==> src/logic/dma_pkg.sv <==
/* DMA initiator shared definitions
 * Field widths, header flit layout, Wishbone cycle types and FSM encodings
 */
`default_nettype none

package dma_pkg;

  //////////////////////////////
  // Descriptor field widths
  //////////////////////////////

  // Word count of one transfer
  localparam int DMA_SIZE_WIDTH = 10;
  // NoC destination tile
  localparam int DMA_DEST_WIDTH = 5;

  // Request opcodes, only L2R is executed by this initiator
  typedef enum logic [1:0] {
    DMA_OP_L2R = 2'b00,
    DMA_OP_R2L = 2'b01,
    DMA_OP_NOP = 2'b11
  } dma_op_e;

  //////////////////////////////
  // Wishbone cycle types
  //////////////////////////////

  // Incrementing burst and end of burst
  localparam logic [2:0] WB_CTI_INCR = 3'b010;
  localparam logic [2:0] WB_CTI_END  = 3'b111;

  //////////////////////////////
  // Header flit layout
  //////////////////////////////

  // Destination in the top bits, word count at the bottom
  localparam int HDR_DEST_LSB = 27;
  localparam int HDR_SIZE_LSB = 0;

  //////////////////////////////
  // FSM encodings
  //////////////////////////////

  typedef enum logic [1:0] {FETCH_IDLE, FETCH_DATA, FETCH_WAIT} wb_fetch_state_e;
  typedef enum logic [1:0] {PKT_IDLE, PKT_HEADER, PKT_PAYLOAD} pkt_state_e;
  typedef enum logic {REQ_IDLE, REQ_BUSY} req_state_e;

endpackage

`default_nettype wire

==> src/logic/dma_req_decoder.sv <==
/* DMA request decoder
 * Checks a request descriptor, latches it and tracks the single transfer in flight
 */
`timescale 1ns/1ns
`default_nettype none

module dma_req_decoder
  import dma_pkg::*;
#(
  parameter int ADDR_WIDTH = 32
) (
  input  wire                      clk,
  input  wire                      rst,
  // Descriptor strobe from software
  input  wire                      req_valid_i,
  input  dma_op_e                  req_op_i,
  input  wire [ADDR_WIDTH-1:0]     req_laddr_i,
  input  wire [DMA_SIZE_WIDTH-1:0] req_size_i,
  input  wire [DMA_DEST_WIDTH-1:0] req_dest_i,
  // Completion from the packetizer
  input  wire                      done_i,
  // Held descriptor towards the datapath
  output logic                     start_o,
  output logic [ADDR_WIDTH-1:0]    laddr_o,
  output logic [DMA_SIZE_WIDTH-1:0] size_o,
  output logic [DMA_DEST_WIDTH-1:0] dest_o,
  output logic                     busy_o,
  output logic                     err_o
);

  req_state_e state;

  logic op_ok;
  logic size_ok;
  logic accept;

  //////////////////////////////
  // Descriptor check
  //////////////////////////////

  // Only local-to-remote transfers are executed
  assign op_ok   = (req_op_i == DMA_OP_L2R);
  // Zero-length transfers are refused
  assign size_ok = |req_size_i;
  // One request at a time, strobes while busy are refused
  assign accept  = req_valid_i & (state == REQ_IDLE) & op_ok & size_ok;

  assign busy_o = (state == REQ_BUSY);

  //////////////////////////////
  // Control state
  //////////////////////////////

  always_ff @(posedge clk) begin
    if (rst) begin
      state   <= REQ_IDLE;
      start_o <= 1'b0;
      err_o   <= 1'b0;
    end else begin
      // Start and error pulse one cycle after the strobe
      start_o <= accept;
      err_o   <= req_valid_i & ~accept;
      case (state)
        REQ_IDLE: begin
          if (accept) begin
            state <= REQ_BUSY;
          end
        end
        REQ_BUSY: begin
          // Busy drops the cycle after the last flit completes
          if (done_i) begin
            state <= REQ_IDLE;
          end
        end
        default: state <= REQ_IDLE;
      endcase
    end
  end

  // Descriptor hold registers, stable for the whole transfer
  always_ff @(posedge clk) begin
    if (accept) begin
      laddr_o <= req_laddr_i;
      size_o  <= req_size_i;
      dest_o  <= req_dest_i;
    end
  end

endmodule

`default_nettype wire

==> src/logic/dma_wb_fetch.sv <==
/* Wishbone burst fetch for L2R transfers
 * Reads local words in incrementing bursts into a three-entry decoupling FIFO
 */
`timescale 1ns/1ns
`default_nettype none

module dma_wb_fetch
  import dma_pkg::*;
#(
  parameter int ADDR_WIDTH = 32,
  parameter int DATA_WIDTH = 32
) (
  input  wire                      clk,
  input  wire                      rst,
  // Held descriptor
  input  wire                      start_i,
  input  wire [ADDR_WIDTH-1:0]     laddr_i,
  input  wire [DMA_SIZE_WIDTH-1:0] size_i,
  // Wishbone master
  output logic                     wb_cyc_o,
  output logic                     wb_stb_o,
  output logic                     wb_we_o,
  output logic [ADDR_WIDTH-1:0]    wb_adr_o,
  output logic [DATA_WIDTH-1:0]    wb_dat_o,
  input  wire  [DATA_WIDTH-1:0]    wb_dat_i,
  output logic [DATA_WIDTH/8-1:0]  wb_sel_o,
  output logic [2:0]               wb_cti_o,
  output logic [1:0]               wb_bte_o,
  input  wire                      wb_ack_i,
  // Word stream to the packetizer
  output logic                     data_valid_o,
  output logic [DATA_WIDTH-1:0]    data_o,
  input  wire                      data_ready_i
);

  wb_fetch_state_e state;
  wb_fetch_state_e state_nxt;

  // Words read so far in this transfer
  logic [DMA_SIZE_WIDTH-1:0] count;
  logic [DMA_SIZE_WIDTH-1:0] count_nxt;
  logic [ADDR_WIDTH-1:0]     byte_offset;
  logic                      last_word;

  //////////////////////////////
  // Decoupling FIFO
  //////////////////////////////

  // Three entries cover normal decoupling, the cycle the bus needs to see
  // back-pressure and the burst termination beat
  logic [DATA_WIDTH-1:0] fifo_mem [3];
  // One-hot fill level where bit k set means k entries held
  logic [3:0]            fifo_pos;
  logic                  fifo_push;
  logic                  fifo_pop;
  logic                  fifo_empty;
  // Below the high-water mark of two words and decoded from registers only
  logic                  fifo_room;

  assign fifo_empty = fifo_pos[0];
  assign fifo_room  = ~|fifo_pos[3:2];
  // Never pop an empty FIFO
  assign fifo_pop   = data_ready_i & ~fifo_empty;

  assign data_valid_o = ~fifo_empty;
  assign data_o       = fifo_mem[0];

  // Fill level moves only on a lone push or a lone pop
  always_ff @(posedge clk) begin
    if (rst) begin
      fifo_pos <= 4'b0001;
    end else if (fifo_push & ~fifo_pop) begin
      fifo_pos <= fifo_pos << 1;
    end else if (fifo_pop & ~fifo_push) begin
      fifo_pos <= fifo_pos >> 1;
    end
  end

  // Head is entry 0 and a pop shifts everything down by one
  always_ff @(posedge clk) begin
    for (int i = 0; i < 2; i++) begin
      if (fifo_pop) begin
        // Push lands one slot lower when popping at the same time
        if (fifo_push & fifo_pos[i+1]) begin
          fifo_mem[i] <= wb_dat_i;
        end else begin
          fifo_mem[i] <= fifo_mem[i+1];
        end
      end else if (fifo_push & fifo_pos[i]) begin
        fifo_mem[i] <= wb_dat_i;
      end
    end
    // Last entry has nothing above it to shift in
    if (fifo_push & ((fifo_pop & fifo_pos[3]) | (~fifo_pop & fifo_pos[2]))) begin
      fifo_mem[2] <= wb_dat_i;
    end
  end

  //////////////////////////////
  // Wishbone side
  //////////////////////////////

  // Read-only master with full aligned words and linear bursts
  assign wb_we_o  = 1'b0;
  assign wb_dat_o = '0;
  assign wb_sel_o = '1;
  assign wb_bte_o = 2'b00;

  // Word counter to byte address
  assign byte_offset = ADDR_WIDTH'(count) << 2;
  assign wb_adr_o    = laddr_i + byte_offset;

  assign last_word = (count == size_i - DMA_SIZE_WIDTH'(1));

  // Bus is active only while fetching and inserts no wait states
  assign wb_cyc_o = (state == FETCH_DATA);
  assign wb_stb_o = wb_cyc_o;

  // Terminate the burst on the last word or when the FIFO nears full
  assign wb_cti_o = (last_word | ~fifo_room) ? WB_CTI_END : WB_CTI_INCR;

  // Next state and word counting
  always_comb begin
    state_nxt = state;
    count_nxt = count;
    fifo_push = 1'b0;
    case (state)
      FETCH_IDLE: begin
        count_nxt = '0;
        // FIFO is always empty here so go straight to the bus
        if (start_i) begin
          state_nxt = FETCH_DATA;
        end
      end
      FETCH_DATA: begin
        if (wb_ack_i) begin
          fifo_push = 1'b1;
          count_nxt = count + DMA_SIZE_WIDTH'(1);
          if (last_word) begin
            state_nxt = FETCH_IDLE;
          end else if (!fifo_room) begin
            // END was signalled on this beat so cyc drops
            state_nxt = FETCH_WAIT;
          end
        end
      end
      FETCH_WAIT: begin
        // Restart the burst once the FIFO drained below two words
        if (fifo_room) begin
          state_nxt = FETCH_DATA;
        end
      end
      default: state_nxt = FETCH_IDLE;
    endcase
  end

  always_ff @(posedge clk) begin
    if (rst) begin
      state <= FETCH_IDLE;
      count <= '0;
    end else begin
      state <= state_nxt;
      count <= count_nxt;
    end
  end

endmodule

`default_nettype wire

==> src/logic/dma_noc_packetizer.sv <==
/* NoC packetizer for L2R transfers
 * Sends a header flit then one payload flit per word and flags completion
 */
`timescale 1ns/1ns
`default_nettype none

module dma_noc_packetizer
  import dma_pkg::*;
#(
  parameter int DATA_WIDTH = 32
) (
  input  wire                      clk,
  input  wire                      rst,
  // Held descriptor
  input  wire                      start_i,
  input  wire [DMA_DEST_WIDTH-1:0] dest_i,
  input  wire [DMA_SIZE_WIDTH-1:0] size_i,
  // Word stream from the fetch block
  input  wire                      data_valid_i,
  input  wire [DATA_WIDTH-1:0]     data_i,
  output logic                     data_ready_o,
  // NoC link
  output logic [DATA_WIDTH-1:0]    noc_flit_o,
  output logic                     noc_last_o,
  output logic                     noc_valid_o,
  input  wire                      noc_ready_i,
  // Completion pulse
  output logic                     done_o
);

  pkt_state_e state;

  // Payload words sent so far
  logic [DMA_SIZE_WIDTH-1:0] count;
  logic                      last_word;
  logic                      payload_xfer;
  logic [DATA_WIDTH-1:0]     header_flit;

  //////////////////////////////
  // Flit assembly
  //////////////////////////////

  // Header carries destination and word count
  always_comb begin
    header_flit = '0;
    header_flit[HDR_DEST_LSB +: DMA_DEST_WIDTH] = dest_i;
    header_flit[HDR_SIZE_LSB +: DMA_SIZE_WIDTH] = size_i;
  end

  assign last_word = (count == size_i - DMA_SIZE_WIDTH'(1));

  // FIFO head is stable until popped so a stalled flit holds
  assign noc_flit_o  = (state == PKT_HEADER) ? header_flit : data_i;
  assign noc_valid_o = (state == PKT_HEADER) | ((state == PKT_PAYLOAD) & data_valid_i);
  assign noc_last_o  = (state == PKT_PAYLOAD) & last_word;

  // Pop a word only when the NoC takes it
  assign data_ready_o = (state == PKT_PAYLOAD) & noc_ready_i;
  assign payload_xfer = data_ready_o & data_valid_i;

  //////////////////////////////
  // Packet FSM
  //////////////////////////////

  always_ff @(posedge clk) begin
    if (rst) begin
      state  <= PKT_IDLE;
      count  <= '0;
      done_o <= 1'b0;
    end else begin
      // Done follows the handshake of the final flit
      done_o <= payload_xfer & last_word;
      case (state)
        PKT_IDLE: begin
          if (start_i) begin
            state <= PKT_HEADER;
            count <= '0;
          end
        end
        PKT_HEADER: begin
          if (noc_ready_i) begin
            state <= PKT_PAYLOAD;
          end
        end
        PKT_PAYLOAD: begin
          if (payload_xfer) begin
            count <= count + DMA_SIZE_WIDTH'(1);
            if (last_word) begin
              state <= PKT_IDLE;
            end
          end
        end
        default: state <= PKT_IDLE;
      endcase
    end
  end

endmodule

`default_nettype wire

==> src/logic/dma_initiator_top.sv <==
/* DMA initiator read side
 * Request decoder, Wishbone fetch and NoC packetizer for L2R transfers
 */
`timescale 1ns/1ns
`default_nettype none

module dma_initiator_top
  import dma_pkg::*;
#(
  parameter int ADDR_WIDTH = 32,
  parameter int DATA_WIDTH = 32
) (
  input  wire                      clk,
  input  wire                      rst,
  // Request descriptor
  input  wire                      req_valid_i,
  input  dma_op_e                  req_op_i,
  input  wire [ADDR_WIDTH-1:0]     req_laddr_i,
  input  wire [DMA_SIZE_WIDTH-1:0] req_size_i,
  input  wire [DMA_DEST_WIDTH-1:0] req_dest_i,
  output logic                     busy_o,
  output logic                     err_o,
  output logic                     done_o,
  // Wishbone master
  output logic                     wb_cyc_o,
  output logic                     wb_stb_o,
  output logic                     wb_we_o,
  output logic [ADDR_WIDTH-1:0]    wb_adr_o,
  output logic [DATA_WIDTH-1:0]    wb_dat_o,
  input  wire  [DATA_WIDTH-1:0]    wb_dat_i,
  output logic [DATA_WIDTH/8-1:0]  wb_sel_o,
  output logic [2:0]               wb_cti_o,
  output logic [1:0]               wb_bte_o,
  input  wire                      wb_ack_i,
  // NoC link
  output logic [DATA_WIDTH-1:0]    noc_flit_o,
  output logic                     noc_last_o,
  output logic                     noc_valid_o,
  input  wire                      noc_ready_i
);

  // Held descriptor
  logic                      start;
  logic [ADDR_WIDTH-1:0]     laddr;
  logic [DMA_SIZE_WIDTH-1:0] size;
  logic [DMA_DEST_WIDTH-1:0] dest;

  // Word stream between fetch and packetizer
  logic                      data_valid;
  logic [DATA_WIDTH-1:0]     data;
  logic                      data_ready;

  dma_req_decoder #(
    .ADDR_WIDTH (ADDR_WIDTH)
  ) i_req_decoder (
    .clk         (clk),
    .rst         (rst),
    .req_valid_i (req_valid_i),
    .req_op_i    (req_op_i),
    .req_laddr_i (req_laddr_i),
    .req_size_i  (req_size_i),
    .req_dest_i  (req_dest_i),
    // Completion pulse is also the external done
    .done_i      (done_o),
    .start_o     (start),
    .laddr_o     (laddr),
    .size_o      (size),
    .dest_o      (dest),
    .busy_o      (busy_o),
    .err_o       (err_o)
  );

  dma_wb_fetch #(
    .ADDR_WIDTH (ADDR_WIDTH),
    .DATA_WIDTH (DATA_WIDTH)
  ) i_wb_fetch (
    .clk          (clk),
    .rst          (rst),
    .start_i      (start),
    .laddr_i      (laddr),
    .size_i       (size),
    .wb_cyc_o     (wb_cyc_o),
    .wb_stb_o     (wb_stb_o),
    .wb_we_o      (wb_we_o),
    .wb_adr_o     (wb_adr_o),
    .wb_dat_o     (wb_dat_o),
    .wb_dat_i     (wb_dat_i),
    .wb_sel_o     (wb_sel_o),
    .wb_cti_o     (wb_cti_o),
    .wb_bte_o     (wb_bte_o),
    .wb_ack_i     (wb_ack_i),
    .data_valid_o (data_valid),
    .data_o       (data),
    .data_ready_i (data_ready)
  );

  dma_noc_packetizer #(
    .DATA_WIDTH (DATA_WIDTH)
  ) i_noc_packetizer (
    .clk          (clk),
    .rst          (rst),
    .start_i      (start),
    .dest_i       (dest),
    .size_i       (size),
    .data_valid_i (data_valid),
    .data_i       (data),
    .data_ready_o (data_ready),
    .noc_flit_o   (noc_flit_o),
    .noc_last_o   (noc_last_o),
    .noc_valid_o  (noc_valid_o),
    .noc_ready_i  (noc_ready_i),
    .done_o       (done_o)
  );

endmodule

`default_nettype wire

==> config.mk <==
export PLATFORM = sky130hd
export DESIGN_NAME = dma_initiator_top
export DESIGN_NICKNAME = d
export VERILOG_FILES = /design/src/logic/dma_pkg.sv /design/src/logic/dma_req_decoder.sv /design/src/logic/dma_wb_fetch.sv /design/src/logic/dma_noc_packetizer.sv /design/src/logic/dma_initiator_top.sv
export SDC_FILE = /design/constraint.sdc
export NUM_CORES = 1
export LEC_CHECK = 0
export BUFFER_PORTS_ARGS = -buffer_cell sky130_fd_sc_hd__buf_2
export CORE_MARGIN = 2
export CORE_UTILIZATION = 30
export DETAILED_ROUTE_END_ITERATION = 10
export PLACE_DENSITY = 0.53
export SLEW_MARGIN = 20
export SYNTH_ARGS = -nofsm -noshare
export SYNTH_HDL_FRONTEND = slang
export SYNTH_SLANG_ARGS = --single-unit
==> constraint.sdc <==
create_clock -name clk -period 5.7 [get_ports clk]
set_clock_uncertainty 0.2 [all_clocks]
set_input_delay 0.57 -clock clk [delete_from_list [all_inputs] [get_ports clk]]
set_output_delay 0.57 -clock clk [all_outputs]
set_load 0.1 [all_outputs]
==> out/qor.yml <==
fin_total_pwr_mw: 3.192
rsz0062_at_grt: "no"
ys.flop_type: "edfxtp_1"
synth_edf_count: 143
cp-end-kind: "output port"
grt_util_all_layers_pct: 13.55
synth.largest_area_cell: "edfxtp_1"
drt_pass1_iterations: 5
worst_pin_slew_ns: 0.9480
regToRegStartpoint: "i_req_decoder.size_o[0]"
clock_latency_ns: 0.44
synthTopCellsByArea: "edfxtp_1 49%, mux2_2 9.6%, dfxtp_1 7.4%"
dieHeight_um: 174.4
final_nets: 959
synth_compound_area_share_pct: 7.481
routed_wl_um: 20690
hold_path.class: "in -> reg"
first_global_vias: 5599
post_drt_wl_per_cell_um: 16.46
synth_top_family_by_area: "simple AND/OR/NAND/NOR gates"
ys_seq_area_share_pct: 56.63
outcome: "complete, no violations"
io_pins: 199
ir_worst_vdd_uv: 191.9
synth_warnings: 0
cts_max_path_buffers: 2
grt_max_degree: 40
startpoint_type: "flip-flop"
fin_tns_setup_ns: 0
synth.area.mux_share_pct: 10.48
crit_type: "reg -> out"
finalHoldViolCount: 0
drtAntennaViolNets: 0
postCtsHoldBufs: 0
cts_setup_buffers: 0
critPathLaunch: "i_req_decoder.size_o[0]"
r2r_setup_slack_ns: 2.43
max_freq_mhz: 218.4
row_count: 62
synthCells: 710
maxSlewHeadroom_pct: 36.80
slew_viol_final: 0
critPathMaxFanout: 8
finalCriticalPeriod_ns: 4.578
core_area_mm2: 0.02863
synth_common_cells: "143 x edfxtp_1, 74 x mux2_2, 45 x buf_4, 42 x nor2_1, 37 x nand2_1"
start_util_pct: 30.44
crit_required_ns: 4.93
synth_top_area_share_pct: 49.28
drtIter0Drc: 402
vias: 5832
cts_tree: "built"
cts_buffers: 17
arrival_ns: 3.81
avgSynthCellArea_um2: 12.27
floorplan.die.width_um: 174.4
drc: 0
powerDensity_mw_per_mm2: 309.0
ctsResizeCount: 0
ys_seq_elements: 175
io_buffers: 158
synth.most_common_cell: "edfxtp_1"
drive_above_1_share_pct: 32.38
vias_per_cell: 4.640
period_share_pct: 80.31
fp.dieArea_mm2: 0.03042
grt.overflow.total: 0
holdCritStartpoint: "req_dest_i[3]"
cap_violations: 0
setup_viol_count_final: 0
synthDistinctLibCells: 64
leakagePower_nw: 3.828
cts_root_buf: "clkbuf_16"
synth_fa_ha_area_share_pct: 2.240
synth-async-reset-ratio_pct: 0
syn_area_mm2: 0.008713
synthToLayoutAreaGrowth_pct: 18.55
fillers: 2817
antenna_found_initial: 2
grt_pass1_wl_um: 31750
cts_htree_levels: 4
gp_congestion: 0.8006
synth-xor-area-share_pct: 4.581
yosys.area_share.simple_pct: 12.33
dpl.hpwl_um: 14430
clkSinkCount: 175
clk_pin_slew_ns: 0.07
sequential cells by signal, summed over array words and instances (netlist names):
name,count
i_req_decoder.start_o,1
i_req_decoder.err_o,1
i_wb_fetch.fifo_mem,96
i_req_decoder.size_o,10
i_wb_fetch.state,2
i_req_decoder.dest_o,5
i_req_decoder.laddr_o,32
i_noc_packetizer.state,2
i_wb_fetch.count,10
i_req_decoder.busy_o,1
i_wb_fetch.fifo_pos,4
i_noc_packetizer.count,10
i_noc_packetizer.done_o,1
cell type report:
class / instances / area (µm²) / share of cell area (%)
clock buffers: 22 / 464.2 / 4.494
repair buffers: 162 / 833.3 / 8.067
diodes: 2 / 5.005 / 0.04845
inverters: 23 / 86.33 / 0.8358
flip-flops and latches: 175 / 4935 / 47.77
multi-input cells: 479 / 3400 / 32.91
well taps: 384 / 480.5 / 4.651
clock inverters: 10 / 126.4 / 1.223
report_power, final:
part	switching, mW	total [mW]	internal (mW)
clock	0.521	1.20	0.679
combinational	0.451	0.547	0.0964
sequential	0.0213	1.44	1.42
placed cells by master, fill, tap and decap left out, types with 8 or more instances in the layout:
master	instances
nand3_1	18
xnor2_1	32
clkbuf_16	17
a21oi_1	19
nor3_1	13
edfxtp_1	143
nor2b_1	8
inv_1	22
conb_1	40
mux2_2	74
a211oi_1	8
dfxtp_1	32
o21ai_0	26
buf_2	158
mux2i_1	8
xor2_1	11
and2_1	20
ha_1	14
nand2_1	36
nor2_1	41
nand2b_1	8
nand4_1	9
metal layers:
layer	up-vias	GRT usage, %	share of wire, %
met3	17	4.812	7.9
met1	2768	17.55	45
li1	2836	-	-
met5	-	0	0.048
met2	209	21.30	46
met4	2	3.992	1.5
worst max-delay path: stages (launching register included):
cell	delay, ns
edfxtp_1	0.51
inv_1	0.12
ha_1	0.28
or3b_2	0.58
a311oi_1	0.31
o211ai_1	0.12
or4_4	0.50
o31ai_2	0.41
buf_2	0.53
per-stage QoR:
step | area, µm² | utilization [%] | std cells | hold slack (ns) | setup WS, ns
6_report | 10330 | 36.09 | 1257 | 0.09719 | 1.122
5_1_grt | 10320 | 36.07 | 1255 | 0.08437 | 0.9171
4_1_cts | 10300 | 36.00 | 1254 | 0.08098 | 1.118
3_5_place_dp | 9714 | 33.94 | 1222 | 0.2765 | 1.613
3_3_place_gp | 9714 | 33.94 | 1222 | 0.2761 | 1.726
2_1_floorplan | 8856 | - | 748 | 0.2748 | 0.0007865
path summary, 6_finish.rpt:
check                                          endpoint  depth (start not counted)
worst max-delay path                        wb_cti_o[2]                          8
worst min-delay path            i_req_decoder.dest_o[3]                          1
worst max register to register      i_wb_fetch.state[0]                          8
worst min register to register     i_req_decoder.busy_o                          2
kinds of logic after synthesis:
group,count (synthesis)
other,2
multiplexers,82
flip-flops,175
buffers and inverters,94
AND/OR/NAND/NOR,200
AO/OA/AOI/OAI,98
adder cells (fa/ha/maj),15
XOR/XNOR,44
Power figures use the tool's default switching activity.
